## config.mk

```make
export PLATFORM = sky130hd
export DESIGN_NAME = result_stage
export DESIGN_NICKNAME = d
export VERILOG_FILES = /design/src/core_pkg.sv /design/src/result_stage.sv
export SDC_FILE = /design/constraint.sdc
export NUM_CORES = 2
export LEC_CHECK = 0
export BUFFER_PORTS_ARGS = -buffer_cell sky130_fd_sc_hd__buf_4
export CORE_ASPECT_RATIO = 1.4
export CORE_UTILIZATION = 45
export DETAILED_ROUTE_END_ITERATION = 10
export PLACE_DENSITY = 0.64
export SLEW_MARGIN = 0
export SYNTH_ARGS = -nofsm -noshare
export SYNTH_HDL_FRONTEND = slang
export SYNTH_SLANG_ARGS = --single-unit
```

## constraint.sdc

```tcl
create_clock -name clk -period 2.7 [get_ports clk]
set_clock_uncertainty 0.05 [all_clocks]
set_input_delay 0.54 -clock clk [delete_from_list [all_inputs] [get_ports clk]]
set_output_delay 0.54 -clock clk [all_outputs]
set_load 0.05 [all_outputs]
```

## src/core_pkg.sv

```systemverilog
package core_pkg;

    // raw instruction word and register index
    typedef logic [31:0] instr_t;
    typedef logic [4:0]  reg_idx_t;

    localparam int NUM_REGS = 32;

    // major opcodes handled by the integer datapath
    typedef enum logic [6:0] {
        OP     = 7'b0110011,
        OP_IMM = 7'b0010011,
        LUI    = 7'b0110111
    } opcode_e;

    // ALU functions
    typedef enum logic [3:0] {
        ADD    = 4'd0,
        SUB    = 4'd1,
        SLL    = 4'd2,
        SLT    = 4'd3,
        SLTU   = 4'd4,
        XOR    = 4'd5,
        SRL    = 4'd6,
        SRA    = 4'd7,
        OR     = 4'd8,
        AND    = 4'd9,
        PASS_B = 4'd10   // LUI result is the immediate
    } alu_op_e;

    // decoded control word, travels with the instruction down the pipe
    typedef struct packed {
        alu_op_e  alu_op;
        logic     use_imm;   // operand B from immediate
        reg_idx_t rd;
        logic     wr_en;
        logic     legal;
        logic     valid;
    } dec_ctrl_t;

endpackage

```

## src/result_stage.sv

```systemverilog
`timescale 1ns/100ps

module result_stage
    import core_pkg::*;
#(
    parameter int XLEN = 64
) (
    input  logic            clk,
    input  logic            rst_n_i,
    input  dec_ctrl_t       res_ctrl_i,
    input  logic [XLEN-1:0] res_data_i,
    input  reg_idx_t        rd1_idx_i,
    input  reg_idx_t        rd2_idx_i,
    output logic [XLEN-1:0] rd1_data_o,
    output logic [XLEN-1:0] rd2_data_o,
    output logic            wb_valid_o,
    output logic            wb_we_o,
    output reg_idx_t        wb_rd_o,
    output logic [XLEN-1:0] wb_data_o,
    output logic [XLEN-1:0] reg_a0_o
);

    localparam reg_idx_t A0_IDX = 5'd10;

    logic [XLEN-1:0] rf_q [NUM_REGS];
    logic            wr_en;

    assign wr_en = res_ctrl_i.valid && res_ctrl_i.legal && res_ctrl_i.wr_en &&
                   (res_ctrl_i.rd != '0);   // x0 is never written

    always_ff @(posedge clk or negedge rst_n_i) begin
        if (!rst_n_i) begin
            for (int i = 0; i < NUM_REGS; i++) begin
                rf_q[i] <= '0;
            end
        end else if (wr_en) begin
            rf_q[res_ctrl_i.rd] <= res_data_i;
        end
    end

    // write-through bypass for an operand read in the same cycle
    assign rd1_data_o = (wr_en && rd1_idx_i == res_ctrl_i.rd) ? res_data_i : rf_q[rd1_idx_i];
    assign rd2_data_o = (wr_en && rd2_idx_i == res_ctrl_i.rd) ? res_data_i : rf_q[rd2_idx_i];

    // commit trace
    assign wb_valid_o = res_ctrl_i.valid;
    assign wb_we_o    = wr_en;
    assign wb_rd_o    = res_ctrl_i.rd;
    assign wb_data_o  = res_data_i;
    assign reg_a0_o   = rf_q[A0_IDX];

    a_we_rd_nonzero: assert property (@(posedge clk) disable iff (!rst_n_i)
        wb_we_o |-> wb_rd_o != '0);

endmodule
```

==> flow_results.org <==
** Critical path
- The setup path with the least slack is of type register to output pin.
- In this run the critical register-to-register path is launched from reg_a0_o[3].
- The worst setup path is captured at an output pin.
- Arrival @ worst endpoint :: 2.76 ns
- In this run the worst path has a maximum fanout of 2.
- Capture point of the worst reg-to-reg path :: reg_a0_o[3]
- Required @ worst endpoint :: 2.11 ns
- Critical Path Source Type :: register
- Tracing the worst setup path back leads to its startpoint at rf_q[830].
- Logic depth of the worst register-to-register path :: 3
- The critical path ends at rd1_data_o[62].
- The worst register-to-register path has a setup slack of 1.52 ns.

** STA
- Worst rel slew slack :: 49.1%
- Setup violations remaining at the end of the flow were counted as 128.
- Final-layout setup total negative slack :: -61.45 ns
- Max frequency :: 298 MHz
- At the pin with the least slew margin, the transition time is 0.764 ns.
- The number of slew-limit violations in the final report came to 0.
- On the final layout, the worst hold slack is about 0.085 ns.
- Post-route fraction of the period consumed by the critical path :: 124%
- Minimum period implied by the final worst setup slack :: between 3 and 4 ns
- Final-report hold violation count :: 0
- Minimum setup slack in the final design :: -0.653 ns
- Unrepaired setup endpoints after global routing :: true

** Placement
- Buffers placed on the I/O ports in this run total 346.
- HPWL after DPL :: 281,000 um
- Summing all placed instances gives a cell area of 126,000 um^2.
- Routability Congestion :: 0.917
- At the placement stage, the worst setup path has a slack of -0.980 ns.
- Post-placement cell count :: 11.0k

** Floorplan
- The initial utilization of the core area, before any placement, comes to 45.2%.
- Die area :: 246,000 um^2
- From left edge to right edge, the die measures 419 um.
- The core region is around 240,000 um^2.
- The initialized floorplan defines roughly 210 standard-cell rows.
- Measured along the y axis, the die boundary spans 586 um.
- 352 I/O pins were placed.

** Synth
- Of the synthesized area, sequential elements account for a little under half.
- During synthesis, Yosys emitted a total of 0 warnings.
- After synthesis, the share of flip-flops with an asynchronous set or reset is 100%.
- Biggest area consumer among synthesized cells :: sky130_fd_sc_hd__dfrtp_1
- After synthesis, the mean cell area works out to 14.8 um^2.
- Synth Cell Area :: 110,000 um^2
- Flip-flop and latch count after synthesis :: ~2.0k
- After synthesis, the cell types taking the most area are sky130_fd_sc_hd__dfrtp_1 (47%), sky130_fd_sc_hd__mux2_2 (21%), sky130_fd_sc_hd__mux4_2 (20%).
- Gate Count Post-Synth :: between 7k and 8k
- Number of enable-type register cells in the synthesized netlist :: 0
- In this run the biggest area consumer among cell types represents 46.7% of the synthesized area.
- Dominant synthesized flop cell :: sky130_fd_sc_hd__dfrtp_1
- Distinct cells, synth :: 48
- Net Count, Synth :: ~7.5k

** Drt
- Detailed route wirelength on metal2 :: 196,000 um
- Antenna Nets Post-Route :: 0
- After detailed routing, the average wire length per cell comes to 36.0 um.
- Detailed-route DRC error count :: 0
- Met3 wire len :: 40,200 um
- Dividing the detail-routed via count by the number of cells gives 6.73.
- The detailed router used layers up to and including met5.
- Across all layers, the routed design uses around 78k vias.
- Pre-Repair DR Iteration Count :: 5
- Number of DRC violations after detailed-routing iteration 0 :: approximately 8.4k
- After detailed routing, the total wire length is around 420,000 um.
- Routed length on met1 :: 157,000 um

** Clocking
- The clock net in this run drives a total of a little over 2k sinks.
- No sink is reached through more buffers than the 4 on the longest clock path.
- Root buf cell :: sky130_fd_sc_hd__clkbuf_16
- Clock tree from TritonCTS :: yes
- Worst-skew pair later-pin latency :: 0.89 ns
- Reg clk slew, reported paths :: about 0.06 ns
- Counting the buffers created by CTS gives 213.
- Deepest level of the CTS H-tree :: 4

** Min path
- Worst min-delay path category :: primary input to register

** Cells and area
- Share of post-route cells with drive strength above 1 :: 68.9%
- For this run, the share of the core covered by cells in the final layout is 57.9%.
- The finished cells cover 140,000 um^2.
- The layout has 18.6k filler cells.
- The area growth from synthesis to layout is 28.1%.
- Non-filler instance count after layout :: roughly 12k
- Number of nets in the layout :: 8,303

** Power
- Maximum ir drop on the vdd rail :: just under 0.6 mV
- Power density normalized to cell area :: 586 nW/um^2
- Power comes to 82.3 mW.
- Leakage power total :: 61.9 nW

** Outcome
- The flow ran to the end, but the final reports show violations.
- Violated checks :: negative setup slack

** Global route
- Entering global routing, the biggest net connects 87 pins.
- The first global-routing pass estimated 597,000 um of wire.
- Via count of the first global-routing pass :: 80.7k
- Global routing consumed, over all layers together, 33.8% of the routing resources.
- Grt ovf :: 0
- The initial antenna violation count came to 17.

** Run
- Number of violations of the max-capacitance limit :: 0
==> routing by layer <==
layer / up-vias / GRT usage (%)
li1: 30100 / -
met1: 42300 / 44.1
met2: 4559 / 52.6
met3: 1174 / 7.80
met4: 12 / 18.2
met5: - / 0
==> sequential cells by signal (all words and copies together) (netlist names) <==
name / flops
rf_q: 1984
reg_a0_o: 64
==> critical path: stages (launching register included) <==
cell and delay [ns]:
sky130_fd_sc_hd__dfrtp_1 0.39, sky130_fd_sc_hd__mux4_2 0.47, sky130_fd_sc_hd__mux2_4 0.27, sky130_fd_sc_hd__or3_1 0.30, sky130_fd_sc_hd__nand4_1 0.17, sky130_fd_sc_hd__o21ai_4 0.09
sky130_fd_sc_hd__buf_6 0.16
==> kinds of logic after synthesis <==
logic type | share of synthesized area (%)
compound gates | 5.51
xor+xnor | 0.0799
buf+inv | 4.64
flops | 46.7
mux | 41.7
simple gates | 1.33
==> cells in the final DEF (no fill, tap or decap), types with 102 or more instances in the layout <==
cell                           n
sky130_fd_sc_hd__dfrtp_1    2032
sky130_fd_sc_hd__mux2_2     1990
sky130_fd_sc_hd__mux4_2      977
sky130_fd_sc_hd__buf_4       920
sky130_fd_sc_hd__buf_12      418
sky130_fd_sc_hd__a22oi_2     254
sky130_fd_sc_hd__clkbuf_16   226
sky130_fd_sc_hd__buf_6       161
sky130_fd_sc_hd__a21oi_4     144
sky130_fd_sc_hd__mux2i_1     106
sky130_fd_sc_hd__a21oi_2     102
==> worst min path at each step <==
| stage | from | slack (ns) | end | depth (start not counted) |
|---|---|---|---|---|
| after global routing | res_data_i[2] | 0.05 | rf_q[450] | 2 |
| after detailed placement | rf_q[2021] | 0.33 | rf_q[2021] | 0 |
| after CTS | res_data_i[2] | 0.04 | rf_q[194] | 2 |
| final | res_data_i[15] | 0.09 | rf_q[591] | 2 |
| after floorplan | rst_n_i | 0.19 | reg_a0_o[0] | 0 |
| after global placement | rf_q[1998] | 0.33 | rf_q[1998] | 0 |
==> cells in the mapped netlist, drive strengths merged, types with 3 or more instances <==
cell type and count:
inv 3, nor2b 15, clkbuf 411, nor3 19
mux2i 120, nand2b 11, a21o 28, o21ai 114
a22oi 298, xnor2 8, nor2 173, mux2 2002
buf 577, a21oi 274, or2 6, nand2 73
mux4 977, o22ai 66, o22a 12, or3 4
a22o 11, dfrtp 2048, nand3 8, o21bai 40
a221oi 12, a211o 5, and2 6, o31ai 12
o221ai 53
==> area by class of cell <==
type / count / area (um^2) / share of cell area [%]
clock inverters: 80 / 1210 / 0.863
inverters: 3 / 13.8 / 0.00980
repair buffers: 1587 / 19100 / 13.6
multi-input cells: 4361 / 58700 / 41.8
diodes: 7 / 17.5 / 0.0125
well taps: 3240 / 4050 / 2.89
flip-flops and latches: 2048 / 51300 / 36.5
clock buffers: 298 / 6200 / 4.41
==> power by group <==
group | total (mW) | switching, mW | internal (mW)
logic | 15.2 | 7.79 | 7.44
clock network | 31.9 | 13.2 | 18.7
registers | 35.1 | 1.99 | 33.1
==> timing repair <==
action	in CTS	in global routing
endpoints found under the hold margin	382	0
buffers inserted	160	75
resized for setup	811	278
gates cloned	16	11
pin swaps	474	175
endpoints found under the setup margin	128	128
hold buffers	2	0
No activity file was read; power rests on OpenSTA's default activity.
