<file path="src/core_pkg.sv">
package core_pkg;

    // raw instruction word and register index
    typedef logic [31:0] instr_t;
    typedef logic [4:0]  reg_idx_t;

    localparam int NUM_REGS = 32;

    // major opcodes handled by the integer datapath
    typedef enum logic [6:0] {
        OP     = 7'b0110011,
        OP_IMM = 7'b0010011,
        LUI    = 7'b0110111
    } opcode_e;

    // ALU functions
    typedef enum logic [3:0] {
        ADD    = 4'd0,
        SUB    = 4'd1,
        SLL    = 4'd2,
        SLT    = 4'd3,
        SLTU   = 4'd4,
        XOR    = 4'd5,
        SRL    = 4'd6,
        SRA    = 4'd7,
        OR     = 4'd8,
        AND    = 4'd9,
        PASS_B = 4'd10   // LUI result is the immediate
    } alu_op_e;

    // decoded control word, travels with the instruction down the pipe
    typedef struct packed {
        alu_op_e  alu_op;
        logic     use_imm;   // operand B from immediate
        reg_idx_t rd;
        logic     wr_en;
        logic     legal;
        logic     valid;
    } dec_ctrl_t;

endpackage

</file>
<file path="src/decode_unit.sv">
`timescale 1ns/100ps

module decode_unit
    import core_pkg::*;
#(
    parameter int XLEN = 64
) (
    input  logic            clk,
    input  logic            rst_n_i,
    input  logic            instr_valid_i,
    input  instr_t          instr_i,
    output reg_idx_t        rs1_idx_o,
    output reg_idx_t        rs2_idx_o,
    input  logic [XLEN-1:0] rs1_data_i,
    input  logic [XLEN-1:0] rs2_data_i,
    output dec_ctrl_t       ctrl_o,
    output reg_idx_t        rs1_idx_ex_o,
    output reg_idx_t        rs2_idx_ex_o,
    output logic [XLEN-1:0] op_a_o,
    output logic [XLEN-1:0] op_b_o,
    output logic [XLEN-1:0] imm_o
);

    logic            id_valid_q;
    instr_t          id_instr_q;
    logic [6:0]      opcode;
    logic [2:0]      funct3;
    logic [6:0]      funct7;
    logic            shamt_ok;
    dec_ctrl_t       dec_ctrl;
    logic [XLEN-1:0] dec_imm;

    dec_ctrl_t       ctrl_q;
    reg_idx_t        rs1_idx_q;
    reg_idx_t        rs2_idx_q;
    logic [XLEN-1:0] op_a_q;
    logic [XLEN-1:0] op_b_q;
    logic [XLEN-1:0] imm_q;

    assign opcode    = id_instr_q[6:0];
    assign funct3    = id_instr_q[14:12];
    assign funct7    = id_instr_q[31:25];
    assign rs1_idx_o = id_instr_q[19:15];   // register file read request
    assign rs2_idx_o = id_instr_q[24:20];

    // shift immediates: upper bits 000000 or 010000, shamt[5] only on RV64
    assign shamt_ok = (id_instr_q[31:26] inside {6'b000000, 6'b010000}) &&
                      (XLEN == 64 || !id_instr_q[25]);

    always_comb begin
        dec_ctrl        = '0;
        dec_ctrl.valid  = id_valid_q;
        dec_ctrl.rd     = id_instr_q[11:7];
        dec_ctrl.alu_op = ADD;
        dec_imm         = {{(XLEN-12){id_instr_q[31]}}, id_instr_q[31:20]};   // I-type
        case (opcode)
            OP: begin
                dec_ctrl.legal = (funct7 == 7'b0000000) ||
                                 (funct7 == 7'b0100000 && funct3 inside {3'b000, 3'b101});
                case (funct3)
                    3'b000:  dec_ctrl.alu_op = funct7[5] ? SUB : ADD;
                    3'b001:  dec_ctrl.alu_op = SLL;
                    3'b010:  dec_ctrl.alu_op = SLT;
                    3'b011:  dec_ctrl.alu_op = SLTU;
                    3'b100:  dec_ctrl.alu_op = XOR;
                    3'b101:  dec_ctrl.alu_op = funct7[5] ? SRA : SRL;
                    3'b110:  dec_ctrl.alu_op = OR;
                    default: dec_ctrl.alu_op = AND;
                endcase
            end
            OP_IMM: begin
                dec_ctrl.use_imm = 1'b1;
                dec_ctrl.legal   = 1'b1;
                case (funct3)
                    3'b000: dec_ctrl.alu_op = ADD;
                    3'b001: begin
                        dec_ctrl.alu_op = SLL;
                        dec_ctrl.legal  = shamt_ok && !id_instr_q[30];
                    end
                    3'b010: dec_ctrl.alu_op = SLT;
                    3'b011: dec_ctrl.alu_op = SLTU;
                    3'b100: dec_ctrl.alu_op = XOR;
                    3'b101: begin
                        dec_ctrl.alu_op = id_instr_q[30] ? SRA : SRL;
                        dec_ctrl.legal  = shamt_ok;
                    end
                    3'b110:  dec_ctrl.alu_op = OR;
                    default: dec_ctrl.alu_op = AND;
                endcase
            end
            LUI: begin
                dec_ctrl.use_imm = 1'b1;
                dec_ctrl.legal   = 1'b1;
                dec_ctrl.alu_op  = PASS_B;
                dec_imm = {{(XLEN-32){id_instr_q[31]}}, id_instr_q[31:12], 12'b0};
            end
            default: ;   // unsupported, stays illegal
        endcase
        dec_ctrl.wr_en = dec_ctrl.legal;   // illegal ones commit without a write
    end

    always_ff @(posedge clk or negedge rst_n_i) begin
        if (!rst_n_i) begin
            id_valid_q <= 1'b0;
            ctrl_q     <= '0;
        end else begin
            id_valid_q <= instr_valid_i;
            ctrl_q     <= dec_ctrl;
        end
    end

    always_ff @(posedge clk) begin
        if (instr_valid_i) begin
            id_instr_q <= instr_i;
        end
        rs1_idx_q <= (opcode == LUI) ? '0 : rs1_idx_o;   // LUI has no rs1
        rs2_idx_q <= dec_ctrl.use_imm ? '0 : rs2_idx_o;
        op_a_q    <= rs1_data_i;
        op_b_q    <= rs2_data_i;
        imm_q     <= dec_imm;
    end

    assign ctrl_o       = ctrl_q;
    assign rs1_idx_ex_o = rs1_idx_q;
    assign rs2_idx_ex_o = rs2_idx_q;
    assign op_a_o       = op_a_q;
    assign op_b_o       = op_b_q;
    assign imm_o        = imm_q;

    // legal control reaching execute came from a supported opcode one edge earlier
    a_legal_opcode: assert property (@(posedge clk) disable iff (!rst_n_i)
        ctrl_q.valid && ctrl_q.legal |-> $past(opcode) inside {OP, OP_IMM, LUI});

endmodule

</file>
<file path="config.mk">
export PLATFORM = sky130hd
export DESIGN_NAME = decode_unit
export DESIGN_NICKNAME = d
export VERILOG_FILES = /design/src/core_pkg.sv /design/src/decode_unit.sv
export SDC_FILE = /design/constraint.sdc
export NUM_CORES = 1
export LEC_CHECK = 0
export BUFFER_PORTS_ARGS = -buffer_cell sky130_fd_sc_hd__buf_2
export CORE_AREA = 5 5 147 149
export DETAILED_ROUTE_END_ITERATION = 8
export DIE_AREA = 0 0 152 154
export PLACE_DENSITY = 0.67
export SYNTH_ARGS = -nofsm -noshare
export SYNTH_HDL_FRONTEND = slang
export SYNTH_SLANG_ARGS = --single-unit
</file>
<file path="constraint.sdc">
create_clock -name clk -period 1.6 [get_ports clk]
set_input_delay 0.16 -clock clk [delete_from_list [all_inputs] [get_ports clk]]
set_output_delay 0.16 -clock clk [all_outputs]
set_load 0.1 [all_outputs]
</file>
==> impl_results.md <==
- Outcome: finished clean
- Final core occ: 50.6%
- CP required: 1.44 ns
- CP Max Fanout: 33
- Syn Nets: 502
- Global-route wire length before repair: 29.8 mm
- Yosys cell types: 28
- Dpl ws: 0.160 ns
- Crit end category: output pin
- Clock-pin slew on the worst setup and hold paths: 0.07 ns
- Synth async-reset ratio: 6.05%
- P per Cell Area: 1560 nW/um^2
- Multi-input gate area: 503 sq um
- Unrepaired setup endpoints after global routing: true
- Yosys top cell area share: 61.1%
- Clk root buf: clkbuf_16
- Met3 Resource Use GR: 9.22%
- Synth cell count leaders: dfxtp_1 (170), buf_4 (47), edfxtp_1 (32), a21o_1 (20), nor2b_1 (17)
- Die Span Y: 154 um
- Num CTS Buffers: 24
- # IOs: 388
- Kind of critical path: flop to output pin
- Placement Cell Area: 7530 sq um
- Largest net degree at the start of global routing: 38
- Design Area, Final: 10,100 sq um
- Crit path max-delay cell type: dfxtp_4
- Lkg Pwr: 4.93 nW
- Synth top area cells: dfxtp_1 (61%), edfxtp_1 (17%), buf_4 (6.3%)
- Synthesis Warnings: 0
- Post-Layout Cell Count: 1,154
- Detailed Route Iter0 Violations: 131
- Max Clock Freq: 0.644 GHz
- Final Hold Vio Count: 0
- GRT met2 Usage: 30.0%
- Initial core utilization: 27.8%
- Cells after synthesis: 339
- DIE WIDTH: 152 um
- Final-layout fill cell count: 1,703
- Placed Cells: 948
- Synth area leader: dfxtp_1
- Clock period minus worst slack: 1.55 ns
- Gpl congestion: 0.788
- Dpl hpwl: 13.3 mm
- Die Area: 23,400 sq um
- Worst vdd ir: 1.13 mV
- Critical path's largest stage delay: 0.53 ns
- Worst r2r src: id_instr_q[3]
- Row count: 52
- Final Skew: 0.0158 ns
- Most frequent cell after synthesis: dfxtp_1
- Count of final setup violators: 0
- Max Transition Viols Final: 0
- Core area: 20,000 sq um
- Critical Path, Cell by Cell: buf_4
- Number of synthesized flops with an enable pin: 32
- Routed vias: 4,578
- Routed WL per cell: 17.2 um
- Least-Margin Pin Slew: 0.527 ns
- CP delay by family, top: flip-flops
- Min-Delay Path Class: input port to async pin
- CTS tree: done
- M1 GR Usage: 14.9%
- Vias per cell: 3.97
- Antenna diodes: 0
- Port Buffers: 387
- Layout cell share with drive strength beyond 1: 50.1%
- Routed wire length: 19.9 mm
- Number of global-route vias before repair: 5,198
- Period utilization: 97.1%
- Sequential fraction of the synthesis area: 84.1%
- FF-to-FF setup slack: 0.17 ns
- Post-CTS Setup Repair Bufs: 0
- Area Growth Syn to Fin: 81.9%
- Final worst setup slack: 0.0466 ns
- Seq cells post-synth: 215
- Most used DFF post-synth: dfxtp_1
- H-tree Lvls: 1
- GRT Util Overall: 16.1%
- Final layout net count: 1,029
- Reg2reg path depth: 4
- Drc violations: 0
- Max-Cap Viols: 0
- Critical Path AT: 1.39 ns
- Antenna violations before repair: 1
- Area occupied by registers: 4690 sq um
- FF-to-FF End: imm_o[17]
- Slew headroom: 65.1%
- CP bufs+invs: 1
- Drt pass-1 iters: 4
- Mapped cell area: 5570 sq um
- Post-route ant nets: 0
- Gr busiest metal: met2
- Congestion Overflow GR: 0
- CTS Sinks: 215
- Crit start category: flop
- Setup TNS: 0 ns
- Clk buf depth: 3
- Synthesized area per cell: 16.4 sq um
- Clk Latency, worst-skew pair: 0.51 ns
[through the flow]
step                      hold slack [ns]  power [mW]
final                              0.0964        15.9
after floorplan                    -0.136        8.92
after global routing                0.100        16.4
after detailed placement           0.0775        9.45
after global placement             0.0791        9.44
after CTS                          0.0796        16.0
[routing by layer]
metal	vias to the layer above	routed length (um)
li1	2119	-
met1	2138	6380
met2	272	10400
met3	47	2510
met4	2	587
met5	-	13
[kinds of logic after synthesis]
group | after synthesis | share of synthesized area, %
buffers and inverters | 56 | 6.96
and+or+nand+nor | 36 | 4.53
DFF | 215 | 84.1
xor gates and xnor gates | 2 | 0.314
AOI/OAI and AO/OA | 30 | 4.06
[report_power, final]
| part | leakage (nW) | switching (mW) | total (mW) | internal [mW] |
|---|---|---|---|---|
| logic | 2.58 | 3.00 | 3.73 | 0.735 |
| registers | 1.91 | 0.148 | 5.99 | 5.84 |
| clock network | 0.444 | 2.23 | 6.13 | 3.90 |
[sequential cells by signal, indices dropped and copies added, names as in the netlist]
| signal | cells |
|---|---|
| ctrl_o | 12 |
| id_instr_q | 32 |
| id_valid_q | 1 |
| imm_o | 32 |
| op_a_o | 64 |
| op_b_o | 64 |
| rs1_idx_ex_o | 5 |
| rs2_idx_ex_o | 5 |
[worst max-delay path by stage]
stage / from / to / slack (ns) / depth (start not counted)
final: imm_o[31] / imm_o[41] / 0.05 / 1
after global routing: imm_o[31] / imm_o[42] / -0.03 / 1
after CTS: imm_o[31] / imm_o[52] / 0.01 / 1
after detailed placement: id_instr_q[3] / imm_o[26] / 0.16 / 4
after global placement: id_instr_q[3] / imm_o[20] / 0.23 / 4
after floorplan: imm_o[31] / imm_o[32] / 0.11 / 1
[cells in the final DEF, fill, tap and decap left out, types with 2 or more instances in the layout]
| cell type | n |
|---|---|
| buf_4 | 37 |
| buf_2 | 352 |
| nor3_1 | 2 |
| inv_4 | 2 |
| nor2b_1 | 17 |
| and2_2 | 5 |
| nand2b_1 | 2 |
| dfrtp_1 | 13 |
| nand2_1 | 2 |
| clkbuf_16 | 24 |
| clkbuf_1 | 3 |
| a21o_1 | 20 |
| dfxtp_1 | 169 |
| nand3_1 | 2 |
| bufinv_16 | 6 |
| dlygate4sd3_1 | 162 |
| clkbuf_8 | 3 |
| xor2_1 | 2 |
| inv_1 | 4 |
| edfxtp_1 | 32 |
| clkinv_2 | 2 |
| o21ai_0 | 4 |
[layout make-up]
type | instances | area share [%]
Clock buffer | 30 | 6.44
Clock inverter | 14 | 2.44
Inverter | 4 | 0.148
Multi-Input combinational cell | 68 | 4.96
Sequential cell | 215 | 46.3
Tap cell | 270 | 3.33
Timing Repair Buffer | 553 | 36.4
[what timing repair did]
item,4_1_cts,5_1_grt
hold buffers,162,0
endpoints found under the setup margin,34,34
endpoints found under the hold margin,174,0
pin swaps,0,0
resized for setup,35,1
[worst reg2reg max path, stage by stage, from the launching register on]
cell and delay (ns):
edfxtp_1 0.36, nand4bb_4 0.26, nor3_4 0.20, buf_4 0.36, a21o_1 0.19
Note: power is estimated with default switching activity, not from simulation.
